--- src/tdc_link_pkg.sv ---
`default_nettype none

// serial link types and host command codes
package tdc_link_pkg;

  // one character as it comes off the serial line
  typedef logic [7:0] serial_byte_t;

  // host commands are single ascii characters
  localparam serial_byte_t cmd_power_up = 8'h64; // "d"
  localparam serial_byte_t cmd_go_home  = 8'h68; // "h"

  // receiver output bundle
  // valid is high for one cycle, data is good in that cycle
  typedef struct packed {
    serial_byte_t data;
    logic         valid;
  } rx_frame_t;

endpackage

`default_nettype wire

--- src/tdc_seq_pkg.sv ---
`default_nettype none

// types for the tdc power-up and soft-reset sequencing
package tdc_seq_pkg;

  // number of tdc chips on the board
  localparam int unsigned tdc_channels = 6;

  // one bit per chip, bit k goes to chip k
  typedef logic [tdc_channels-1:0] tdc_mask_t;

  // cycle counter, 20 bits covers about 20 ms at 50 MHz
  typedef logic [19:0] seq_count_t;

  // sequencer states
  typedef enum logic [1:0] {
    seq_idle,  // nothing running, enable holds its level
    seq_boot,  // enable high, waiting for the chips to boot
    seq_reset  // walking the soft-reset pulses across the chips
  } seq_state_t;

  // everything that goes out to the chips
  typedef struct packed {
    logic      enable;     // shared by all six chips
    tdc_mask_t soft_reset; // one-cycle pulses, at most one bit high
  } tdc_ctrl_t;

endpackage

`default_nettype wire
--- src/command_decoder.sv ---
`timescale 1ns/1ps
`default_nettype none

// turns host bytes into a power-up strobe and the go-home level
module command_decoder (
  input  logic                    clk,
  input  logic                    rst,
  input  tdc_link_pkg::rx_frame_t frame,
  output logic                    start,
  output logic                    go_home
);

  import tdc_link_pkg::*;

  logic is_power_up;
  logic is_go_home;

  assign is_power_up = frame.valid && (frame.data == cmd_power_up);
  assign is_go_home  = frame.valid && (frame.data == cmd_go_home);

  // one-cycle start pulse, registered
  always_ff @(posedge clk) begin
    if (rst) begin
      start <= 1'b0;
    end else begin
      start <= is_power_up;
    end
  end

  // go-home latch
  // "h" sets it, a new power-up clears it, anything else leaves it alone
  always_ff @(posedge clk) begin
    if (rst) begin
      go_home <= 1'b0;
    end else if (is_go_home) begin
      go_home <= 1'b1;
    end else if (is_power_up) begin
      go_home <= 1'b0;
    end
  end

endmodule

`default_nettype wire

--- src/serial_rx.sv ---
`timescale 1ns/1ps
`default_nettype none

// asynchronous serial receiver, 8 data bits lsb first, one stop bit
module serial_rx #(
  parameter int unsigned clk_per_bit = 16
) (
  input  logic                    clk,
  input  logic                    rst,
  input  logic                    rx,
  output tdc_link_pkg::rx_frame_t frame
);

  import tdc_link_pkg::*;

  localparam int unsigned cnt_w = (clk_per_bit > 2) ? $clog2(clk_per_bit) : 1;

  typedef logic [cnt_w-1:0] bit_count_t;

  typedef enum logic [1:0] {
    rx_idle,
    rx_start,
    rx_data,
    rx_stop
  } rx_state_t;

  localparam bit_count_t bit_last = bit_count_t'(clk_per_bit - 1);
  localparam bit_count_t bit_half = bit_count_t'(clk_per_bit / 2 - 1);

  rx_state_t    state;
  bit_count_t   cnt;     // cycles into the current bit
  logic [2:0]   idx;     // data bit index
  serial_byte_t shift_q; // collected data bits

  logic rx_meta;
  logic rx_sync;
  logic rx_prev;
  logic fall;
  logic bit_end;

  // two-flop synchronizer plus one more stage for edge detect
  // line idles high so reset to 1
  always_ff @(posedge clk) begin
    if (rst) begin
      rx_meta <= 1'b1;
      rx_sync <= 1'b1;
      rx_prev <= 1'b1;
    end else begin
      rx_meta <= rx;
      rx_sync <= rx_meta;
      rx_prev <= rx_sync;
    end
  end

  assign fall    = rx_prev & ~rx_sync;
  assign bit_end = (cnt == bit_last); // middle of a data or stop bit

  always_ff @(posedge clk) begin
    if (rst) begin
      state <= rx_idle;
      cnt   <= '0;
      idx   <= '0;
    end else begin
      case (state)
        rx_idle: begin
          cnt <= '0;
          if (fall) state <= rx_start;
        end
        rx_start: begin
          if (cnt == bit_half) begin
            // start bit must still be low at mid-bit, else it was a glitch
            cnt   <= '0;
            idx   <= '0;
            state <= rx_sync ? rx_idle : rx_data;
          end else begin
            cnt <= cnt + 1'b1;
          end
        end
        rx_data: begin
          if (bit_end) begin
            cnt <= '0;
            idx <= idx + 1'b1;
            if (idx == 3'd7) state <= rx_stop;
          end else begin
            cnt <= cnt + 1'b1;
          end
        end
        rx_stop: begin
          if (bit_end) begin
            cnt   <= '0;
            state <= rx_idle; // bad stop bit just falls through here
          end else begin
            cnt <= cnt + 1'b1;
          end
        end
        default: state <= rx_idle;
      endcase
    end
  end

  always_ff @(posedge clk) begin
    if (state == rx_data && bit_end) shift_q <= {rx_sync, shift_q[7:1]}; // lsb first
  end

  // strobe in the cycle the stop bit is sampled high
  assign frame = '{data: shift_q, valid: (state == rx_stop) && bit_end && rx_sync};

endmodule

`default_nettype wire

--- src/tdc_control_top.sv ---
`timescale 1ns/1ps
`default_nettype none

// tdc bank controller top
// serial commands in, tdc enable, soft resets and go-home level out
module tdc_control_top #(
  parameter int unsigned clk_per_bit = 16,
  parameter int unsigned boot_cycles = 200,
  parameter int unsigned reset_gap   = 40
) (
  input  logic                   clk,
  input  logic                   rst,
  input  logic                   serial_in,
  output logic                   tdc_enable,
  output tdc_seq_pkg::tdc_mask_t tdc_soft_reset,
  output logic                   go_home
);

  import tdc_link_pkg::*;
  import tdc_seq_pkg::*;

  rx_frame_t rx_frame; // received byte and its strobe
  logic      start;    // power-up command seen
  tdc_ctrl_t tdc_ctrl;

  serial_rx #(
    .clk_per_bit(clk_per_bit)
  ) rx0 (
    .clk  (clk),
    .rst  (rst),
    .rx   (serial_in),
    .frame(rx_frame)
  );

  command_decoder dec0 (
    .clk    (clk),
    .rst    (rst),
    .frame  (rx_frame),
    .start  (start),
    .go_home(go_home)
  );

  tdc_power_sequencer #(
    .boot_cycles(boot_cycles),
    .reset_gap  (reset_gap)
  ) seq0 (
    .clk  (clk),
    .rst  (rst),
    .start(start),
    .ctrl (tdc_ctrl)
  );

  // one enable shared by the bank, soft resets per chip
  assign tdc_enable     = tdc_ctrl.enable;
  assign tdc_soft_reset = tdc_ctrl.soft_reset;

endmodule

`default_nettype wire

--- src/tdc_power_sequencer.sv ---
`timescale 1ns/1ps
`default_nettype none

// tdc power-up sequence
// enable low for one cycle, then high, boot wait, then one soft-reset
// pulse per chip spaced reset_gap apart so the chips start out of step
module tdc_power_sequencer #(
  parameter int unsigned boot_cycles = 200,
  parameter int unsigned reset_gap   = 40
) (
  input  logic                   clk,
  input  logic                   rst,
  input  logic                   start,
  output tdc_seq_pkg::tdc_ctrl_t ctrl
);

  import tdc_seq_pkg::*;

  localparam int unsigned chan_w = $clog2(tdc_channels + 1);

  typedef logic [chan_w-1:0] chan_idx_t;

  localparam seq_count_t boot_last = seq_count_t'(boot_cycles);
  localparam seq_count_t gap_last  = seq_count_t'(reset_gap - 1);
  localparam chan_idx_t  chan_done = chan_idx_t'(tdc_channels);

  seq_state_t state_d, state_q;
  tdc_ctrl_t  ctrl_d, ctrl_q;
  seq_count_t count_d, count_q; // boot wait
  seq_count_t gap_d, gap_q;     // spacing between pulses
  chan_idx_t  chan_d, chan_q;   // next chip to reset

  always_comb begin
    state_d           = state_q;
    ctrl_d.enable     = ctrl_q.enable;
    ctrl_d.soft_reset = '0; // pulses last a single cycle
    count_d           = count_q;
    gap_d             = gap_q;
    chan_d            = chan_q;

    case (state_q)
      seq_idle: begin
        // hold enable where the last sequence left it
      end

      seq_boot: begin
        ctrl_d.enable = 1'b1;
        if (count_q == boot_last) begin
          state_d = seq_reset;
          gap_d   = '0;
          chan_d  = '0;
        end else begin
          count_d = count_q + 1'b1;
        end
      end

      seq_reset: begin
        if (gap_q == gap_last) begin
          gap_d = '0;
          if (chan_q == chan_done) begin
            state_d = seq_idle; // trailing gap after the last chip is over
          end else begin
            ctrl_d.soft_reset = tdc_mask_t'(1) << chan_q;
            chan_d            = chan_q + 1'b1;
          end
        end else begin
          gap_d = gap_q + 1'b1;
        end
      end

      default: state_d = seq_idle;
    endcase

    // a new power-up command restarts from the enable-low cycle
    if (start) begin
      state_d           = seq_boot;
      ctrl_d.enable     = 1'b0;
      ctrl_d.soft_reset = '0;
      count_d           = '0;
    end
  end

  always_ff @(posedge clk) begin
    if (rst) begin
      state_q <= seq_idle;
      ctrl_q  <= '0;
      count_q <= '0;
      gap_q   <= '0;
      chan_q  <= '0;
    end else begin
      state_q <= state_d;
      ctrl_q  <= ctrl_d;
      count_q <= count_d;
      gap_q   <= gap_d;
      chan_q  <= chan_d;
    end
  end

  assign ctrl = ctrl_q;

endmodule

`default_nettype wire

--- config.mk ---
export PLATFORM = sky130hd
export DESIGN_NAME = tdc_control_top
export DESIGN_NICKNAME = d
export VERILOG_FILES = /design/src/tdc_link_pkg.sv /design/src/tdc_seq_pkg.sv /design/src/command_decoder.sv /design/src/serial_rx.sv /design/src/tdc_control_top.sv /design/src/tdc_power_sequencer.sv
export SDC_FILE = /design/constraint.sdc
export NUM_CORES = 1
export LEC_CHECK = 0
export BUFFER_PORTS_ARGS = -buffer_cell sky130_fd_sc_hd__buf_2
export CAP_MARGIN = 40
export CORE_MARGIN = 1.5
export CORE_UTILIZATION = 30
export DETAILED_ROUTE_END_ITERATION = 6
export SETUP_SLACK_MARGIN = 0.3
export SLEW_MARGIN = 10
export SYNTH_ARGS = -nofsm -noshare
export SYNTH_HDL_FRONTEND = slang
export SYNTH_SLANG_ARGS = --single-unit
--- constraint.sdc ---
create_clock -name clk -period 4.9 [get_ports clk]
set_clock_uncertainty 0.2 [all_clocks]
set_input_delay 1.225 -clock clk [delete_from_list [all_inputs] [get_ports clk]]
set_output_delay 1.225 -clock clk [all_outputs]
set_load 0.02 [all_outputs]
# Yosys cells after proc, flatten, opt, wreduce, memory -nomap -nowiden

Cells that the tools add are included.

Multiplexer cells: 27
Bitwise gates (word level): 6
Add/sub/neg operators: 5
Eq/ne operators: 26
Shifts and indexed selects: 1
Reduce and logical (&&, ||, !) cells: 20

Operator list:

| operator                                              | number |
|---|---|
| adder 20 x 1 -> 20 bit, second input constant         | 2 |
| two-way mux 20 bit                                    | 2 |
| case mux 20 bit (2 select lines)                      | 1 |
| == test 20 x 6 -> 1 bit, second input constant        | 1 |
| == test 20 x 8 -> 1 bit, second input constant        | 1 |
| two-way mux 2 bit                                     | 9 |
| == test 8 x 7 -> 1 bit, second input constant         | 2 |
| inequality test 2 x 1 -> 1 bit, second input constant | 8 |
| two-way mux 3 bit                                     | 5 |
| case mux 3 bit (2 select lines)                       | 2 |
| case mux 4 bit (3 select lines)                       | 1 |
| AND reduction 4 bit                                   | 3 |
| inequality test 3 x 2 -> 1 bit, second input constant | 3 |
| two-way mux 4 bit                                     | 2 |
| case mux 2 bit (4 select lines)                       | 1 |
| adder 3 x 1 -> 3 bit, second input constant           | 2 |
| == test 2 bit, second input constant                  | 3 |
| == test 3 bit, second input constant                  | 2 |
| case mux 2 bit (3 select lines)                       | 1 |
| nonzero test 2 bit                                    | 3 |
| << shifter 1 x 3 -> 6 bit, first input constant       | 1 |
| logical AND 1 bit                                     | 5 |
| inverter 1 bit                                        | 5 |
| AND reduction 5 bit                                   | 1 |
| 12 further kinds                                      | 19 |

Flip-flop bits (word level): 74
Bits of input ports: 3
Output and inout port bits: 8
Word-level logic and storage cells: 101

# Logic depth before layout (Yosys ltp)

Gate-level depths: netlist (run 1).

Depth in word-level cells: 6
Mapped depth: 10
Depth with buffers taken out: 7

# Hierarchy

From an unflattened synthesis (run 1), not the netlist that was laid out.

Cells, all modules: 375
Area, all modules: 3479.6 µm²

Modules (own cells, without submodules):

| module              | area each (µm²) | times used | cells each | sequential area each (µm²) |
|---|---|---|---|---|
| tdc_power_sequencer | 2555.0          | 1          | 297        | 1041.0 |
| serial_rx           | 808.3           | 1          | 67         | 480.5 |
| command_decoder     | 116.4           | 1          | 11         | 40.0 |

# Least setup slack after synthesis (run 1)

No wires, ideal clock.

Path type: register to register
Start point: register seq0.count_q[18]
End point: register seq0.gap_q[16]
Path buffers: 3
Path slack: 2258 ps
Data arrival time: 2322 ps
Period minus slack after synthesis: 2642 ps
Data required time: 4580 ps
Library setup time: 120 ps
Cell stages (with the launch flop): 9
Path through: dfxtp_1 or4b_1 or3_4 or3_1 buf_6 and2_4 buf_6 buf_6 a211o_1

Cells in the longest elaborated chain, start to end: 3

RTL lines:

| item                                            | line                      | source |
|---|---|---|
| from (decl)                                     | tdc_power_sequencer.sv:29 | `seq_count_t count_d, count_q;` |
| from (signal assigned)                          | tdc_power_sequencer.sv:93 | `count_q <= count_d;` |
| == test 20 x 8 -> 1 bit                         | tdc_power_sequencer.sv:48 | `if (count_q == boot_last) begin` |
| inequality test 2 x 1 -> 1 bit (no source line) | n/a                       |  |
| AND reduction 2 bit (no source line)            | n/a                       |  |
| to (signal assigned)                            | tdc_power_sequencer.sv:94 | `gap_q <= gap_d;` |
| to (decl)                                       | tdc_power_sequencer.sv:30 | `seq_count_t gap_d, gap_q;` |

No other way between the ends.
A chain may end at the register's enable or synchronous reset.

# Final worst setup path (run 1)

Start point: register seq0.count_q[18]
End point: register seq0.gap_q[13]

The elaborated chain is that of the path after synthesis.

==> results.sh, run 1 <==
export IMPL_synthArstFlopShare_pct=0
export IMPL_slew_headroom_pct=37.8
export IMPL_grt_pass1_vias=2546
export IMPL_period_share_pct=54.9
export IMPL_cts_sinks=74
export IMPL_syn_inst=380
export IMPL_crit_type="reg2reg"
export IMPL_synth_avg_cell_area_um2=9.09
export IMPL_setup_viol=0
export IMPL_synth_xor_area_share_pct=3.80
export IMPL_cts_setup_buffers=0
export IMPL_overflow=0
export IMPL_synth_area_mux_share_pct=0.869
export IMPL_wl_um=6750
export IMPL_rsz0062_at_grt="false"
export IMPL_dieArea_um2=12200
export IMPL_ir_drop_v=0.000207
export IMPL_area_delta_synth_final_pct=12.8
export IMPL_grt_usage_pct=12.1
export IMPL_cp_arrival_ns=2.71
export IMPL_nets=406
export IMPL_drv_cap=0
export IMPL_cts_hold_buf=0
export IMPL_fin_setup_tns_ns=0
export IMPL_clockBufferDepth=2
export IMPL_die_h_um=110
export IMPL_cp_end_kind="flop"
export IMPL_hold_path_class="reg2reg"
export IMPL_synth_top_family_by_area="simple AND/OR/NAND/NOR gates"
export IMPL_drv_slew=0
export IMPL_post_drt_wl_per_cell_um=12.6
export IMPL_final_common_cell="dfxtp_1"
export IMPL_p_leak_nw=1.47
export IMPL_ys_seq_area_share_pct=45.2
export IMPL_cts_resized=0
export IMPL_final_cell_mix="dfxtp_1 (66), nor2_1 (27), nand2_1 (25)"
export IMPL_antenna_cells=0
export IMPL_layout_drive_gt1_share_pct=7.87
export IMPL_synth_fa_ha_area_share_pct=5.07
export IMPL_syn_area_um2=3450
export IMPL_cts_tree="yes"
export IMPL_grt_max_degree=25
export IMPL_critPathRequiredTime_ns=4.91
export IMPL_row_count=39
export IMPL_start_util_pct=30.5
export IMPL_start_kind="flop"
export IMPL_worst_pin_slew_ns=0.924
export IMPL_ioPinCount=11
export IMPL_avgViaCountPerCell=5.09
export IMPL_clkSlewWorstSetupHoldPaths_ns=0.06
export IMPL_nFillCells=1148
export IMPL_r2r_cells=5
export IMPL_vias=2731
export IMPL_cts_root_buf="clkbuf_16"
export IMPL_synth_edff_count=8
export IMPL_drt_pass1_iter_count=4
export IMPL_ys_types=46
export IMPL_synth_compound_area_share_pct=12.7
export IMPL_ys_flop_type="dfxtp_1"
export IMPL_synthesis_nets=397
export IMPL_clk_latency_ns=0.33
export IMPL_max_freq_mhz=371
export IMPL_hold_depth=1
export IMPL_fin_total_pwr_mw=1.24
export IMPL_fp_dieW_um=110
export IMPL_crit_fanout=15
export IMPL_gp_congestion=0.721
export IMPL_hpwl_um=4640
export IMPL_status="completed"
export IMPL_fin_ws_ns=2.21
export IMPL_drc=0
export IMPL_drtIter0Drc=161
export IMPL_io_buffers=10
export IMPL_power_density_nw_per_um2=318
export IMPL_core_area_um2=11300
export IMPL_ant_nets=0
export IMPL_cts_inserted_buffers=9
export IMPL_synth_seq_cells=74
export IMPL_min_period_ns=2.69
export IMPL_cts_max_level=3
export IMPL_final_hold_viol_count=0
export IMPL_grt_pass1_wl_um=11500
export IMPL_synth_simple_gate_area_share_pct=28.5
export IMPL_pre_cts_ws_ns=2.05
export IMPL_antenna_found_initial=0
export IMPL_synth_warnings=0
-- cell families (layout without fill, tap and decap cells) --
kind of cell | count (synthesis) | count (layout)
multiplexers | 3 | 3
AO/OA/AOI/OAI | 67 | 67
AND/OR/NAND/NOR | 178 | 178
flip-flops | 74 | 74
buffers and inverters | 29 | 43
adder cells (fa/ha/maj) | 14 | 14
XOR/XNOR | 15 | 15
-- cell usage after synthesis, types with 3 or more instances --
library cell / instances / share of area (%)
nor2_1: 27 / 2.9
clkbuf_1: 11 / 1.2
nand2b_1: 7 / 1.3
nor4b_1: 3 / 0.76
and3_1: 16 / 2.9
xor2_1: 9 / 2.3
a21oi_1: 20 / 2.9
o21ai_0: 17 / 2.5
nand3_1: 21 / 3.0
xnor2_1: 6 / 1.5
ha_1: 14 / 5.1
a22o_1: 8 / 2.0
nor4_1: 10 / 1.8
or2_2: 3 / 0.54
a211o_1: 7 / 1.8
nor2b_1: 3 / 0.54
and2_1: 6 / 1.1
nand4_1: 12 / 2.2
mux2i_1: 3 / 0.87
nand3b_1: 3 / 0.65
inv_1: 15 / 1.6
edfxtp_1: 8 / 7.0
or3_1: 18 / 3.3
nor3_1: 12 / 1.7
nand2_1: 25 / 2.7
dfxtp_1: 66 / 38
buf_6: 3 / 0.98
-- area by class of cell --
class | count | area, um^2 | area share (%)
timing repair buffer | 12 | 68.8 | 1.77
multi-input combinational | 277 | 1770 | 45.3
clock inverter | 4 | 17.5 | 0.450
tap | 143 | 179 | 4.59
clock buffer | 12 | 246 | 6.33
inverter | 15 | 56.3 | 1.45
sequential | 74 | 1560 | 40.1
-- report_power, final --
group | switching, mW | internal [mW]
registers | 0.00272 | 0.614
clock network | 0.230 | 0.351
logic | 0.0267 | 0.0129
total | 0.259 | 0.978
-- metrics by stage --
step | area, um^2 | utilization [%] | hold slack, ns | instances
6_report | 3900 | 34.4 | 0.210 | 537
5_1_grt | 3900 | 34.4 | 0.221 | 537
4_1_cts | 3900 | 34.4 | 0.212 | 537
3_5_place_dp | 3630 | 32.1 | 0.197 | 521
3_3_place_gp | 3610 | 31.9 | 0.194 | 519
2_1_floorplan | 3450 | - | 0.189 | 380
-- worst max-delay path: stages (launching register included) --
cell	delay, ns
dfxtp_1	0.33
or4b_1	0.55
or3_4	0.41
or3_1	0.45
and2_4	0.28
a221o_1	0.35
-- state kept, by name, summed over array words and instances, names as in the netlist, named ones only --
name	count
rx0.cnt	4
rx0.rx_sync	1
seq0.chan_q	3
seq0.gap_q	20
rx0.rx_prev	1
seq0.count_q	20
seq0.state_q	2
rx0.idx	3
seq0.ctrl	7
dec0.start	1
dec0.go_home	1
rx0.state	1
rx0.rx_meta	1
rx0.shift_q	8
-- layer usage --
| layer | global-route usage, % | vias up | wire length [um] |
|---|---|---|---|
| li1 | - | 1407 | - |
| met1 | 15.5 | 1278 | 3360 |
| met2 | 18.5 | 35 | 3050 |
| met3 | 2.00 | 11 | 197 |
| met4 | 8.52 | 0 | 137 |
| met5 | 0 | - | 0 |
-- final timing paths --
kind	end	from	slack [ns]
setup / recovery	seq0.gap_q[13]	seq0.count_q[18]	2.21
hold reg to reg	rx0.rx_sync	rx0.rx_meta	0.21
setup reg to reg	seq0.gap_q[13]	seq0.count_q[18]	2.21
hold / removal	rx0.rx_sync	rx0.rx_meta	0.21
(Power assumes the default switching activity.)
==> inputs of run 2 (changes only) <==
- clock period: 4.9 -> 2.5 ns (I/O delays scaled with it)
==> results.sh, run 2 (synthesis results as in run 1) <==
export IMPL_slowest_delay_ns=0.51
export IMPL_cts_inserted_buffers=9
export IMPL_status="completed"
export IMPL_grt_pass1_wl_um=11800
export IMPL_p_leak_nw=1.61
export IMPL_io_buffers=10
export IMPL_vias=2839
export IMPL_antenna_cells=0
export IMPL_cts_sinks=74
export IMPL_nets=430
export IMPL_drc=0
export IMPL_cp_end_kind="flop"
export IMPL_clk_latency_ns=0.33
export IMPL_slew_headroom_pct=58.2
export IMPL_hold_path_class="reg2reg"
export IMPL_drt_pass1_iter_count=4
export IMPL_rsz0062_at_grt="true"
export IMPL_grt_max_degree=23
export IMPL_die_h_um=110
export IMPL_path_buf_inv=0
export IMPL_ioPinCount=11
export IMPL_path_cells="or4b_4, or3_4, or3_4, and2_4, a221o_1"
export IMPL_fp_dieW_um=110
export IMPL_post_drt_wl_per_cell_um=12.8
export IMPL_grt_pass1_vias=2590
export IMPL_final_hold_viol_count=0
export IMPL_crit_fanout=8
export IMPL_min_period_ns=2.40
export IMPL_ir_drop_v=0.000306
export IMPL_fin_setup_tns_ns=0
export IMPL_fin_total_pwr_mw=2.45
export IMPL_antenna_found_initial=0
export IMPL_grt_usage_pct=12.4
export IMPL_cp_arrival_ns=2.42
export IMPL_clkSlewWorstSetupHoldPaths_ns=0.06
export IMPL_cts_root_buf="clkbuf_16"
export IMPL_overflow=0
export IMPL_area_delta_synth_final_pct=21.1
export IMPL_max_freq_mhz=416
export IMPL_ant_nets=0
export IMPL_crit_type="reg2reg"
export IMPL_wl_um=7160
export IMPL_critPathTopFamily="simple AND/OR/NAND/NOR gates"
export IMPL_start_util_pct=30.5
export IMPL_cts_max_level=3
export IMPL_hpwl_um=4770
export IMPL_start_kind="flop"
export IMPL_crit_path_top_delay_cell="or4b_4"
export IMPL_critPathRequiredTime_ns=2.52
export IMPL_power_density_nw_per_um2=587
export IMPL_clockBufferDepth=2
export IMPL_final_common_cell="dfxtp_1"
export IMPL_setup_viol=0
export IMPL_worst_pin_slew_ns=0.625
export IMPL_drtIter0Drc=126
export IMPL_avgViaCountPerCell=5.06
export IMPL_period_share_pct=96.1
export IMPL_reg_top3="seq0.count_q (20), seq0.gap_q (20), rx0.shift_q (8)"
export IMPL_drv_cap=0
export IMPL_crit_top_cell="or3_4"
export IMPL_row_count=39
export IMPL_dieArea_um2=12200
export IMPL_whs_ns=0.207
export IMPL_drv_slew=0
export IMPL_gp_congestion=0.809
export IMPL_core_area_um2=11300
export IMPL_final_cell_mix="dfxtp_1 (62), nor2_1 (27), nand2_1 (24)"
export IMPL_fin_util_pct=37.0
export IMPL_layout_drive_gt1_share_pct=18.7
export IMPL_cts_hold_buf=0
export IMPL_cts_tree="yes"
-- run 2: cell types whose count changed in the layout (fill, tap and decap cells not counted), moves of 3 or more --
cell / before / now
or3_1: 18 / 14
dfxtp_1: 66 / 62
o21ai_2: 0 / 3
dfxtp_2: 0 / 4
o21ai_1: 1 / 5
o21ai_0: 17 / 10
or3_4: 1 / 5
buf_4: 1 / 22
-- run 2: worst paths after layout --
check                                      start             end  slack [ns]  cells past startpoint
worst max-delay path            seq0.count_q[18]  seq0.gap_q[13]         0.1                      5
worst min-delay path                 rx0.rx_meta     rx0.rx_sync        0.21                      1
worst max register to register  seq0.count_q[18]  seq0.gap_q[13]         0.1                      5
worst min register to register       rx0.rx_meta     rx0.rx_sync        0.21                      1
-- run 2: layout make-up --
class                      instances  area, um^2
clock inverter                     6        42.5
inverter                          15        56.3
multi-input combinational        278        1860
clock buffer                      10         229
sequential                        74        1570
timing repair buffer              35         249
fill                            1137        7140
tap                              143         179
-- run 2: routing by layer --
layer / up-vias / track usage [%] / part of all wire (%)
met1: 1348 / 15.8 / 49
met4: 0 / 6.59 / 1.8
li1: 1453 / - / -
met3: 12 / 2.29 / 2.5
met5: - / 0 / 0
met2: 26 / 19.9 / 47
-- run 2: power breakdown --
part	internal, mW	switching (mW)
clock network	0.672	0.492
logic	0.0279	0.0535
registers	1.20	0.00590
total	1.90	0.551
-- run 2: metrics by stage --
step / cells / setup slack [ns] / area [um^2]
4_1_cts: 558 / 0.0867 / 4090
3_3_place_gp: 540 / 0.0837 / 3770
3_5_place_dp: 540 / 0.0637 / 3770
2_1_floorplan: 380 / -0.102 / 3450
5_1_grt: 561 / 0.0366 / 4180
6_report: 561 / 0.0979 / 4180
-- run 2: timing repair --
item                       CTS  global route
resized for setup           10            23
pin swaps                    4            13
setup endpoints to repair   28            39
gates cloned                 2             0
buffers inserted             0             3
-- run 2: worst register-to-register path, delay by kind of cell (launching register included) --
kind	cells	cell delay, ns
AND/OR/NAND/NOR	4	1.41
flip-flops	1	0.33
AO/OA/AOI/OAI	1	0.34
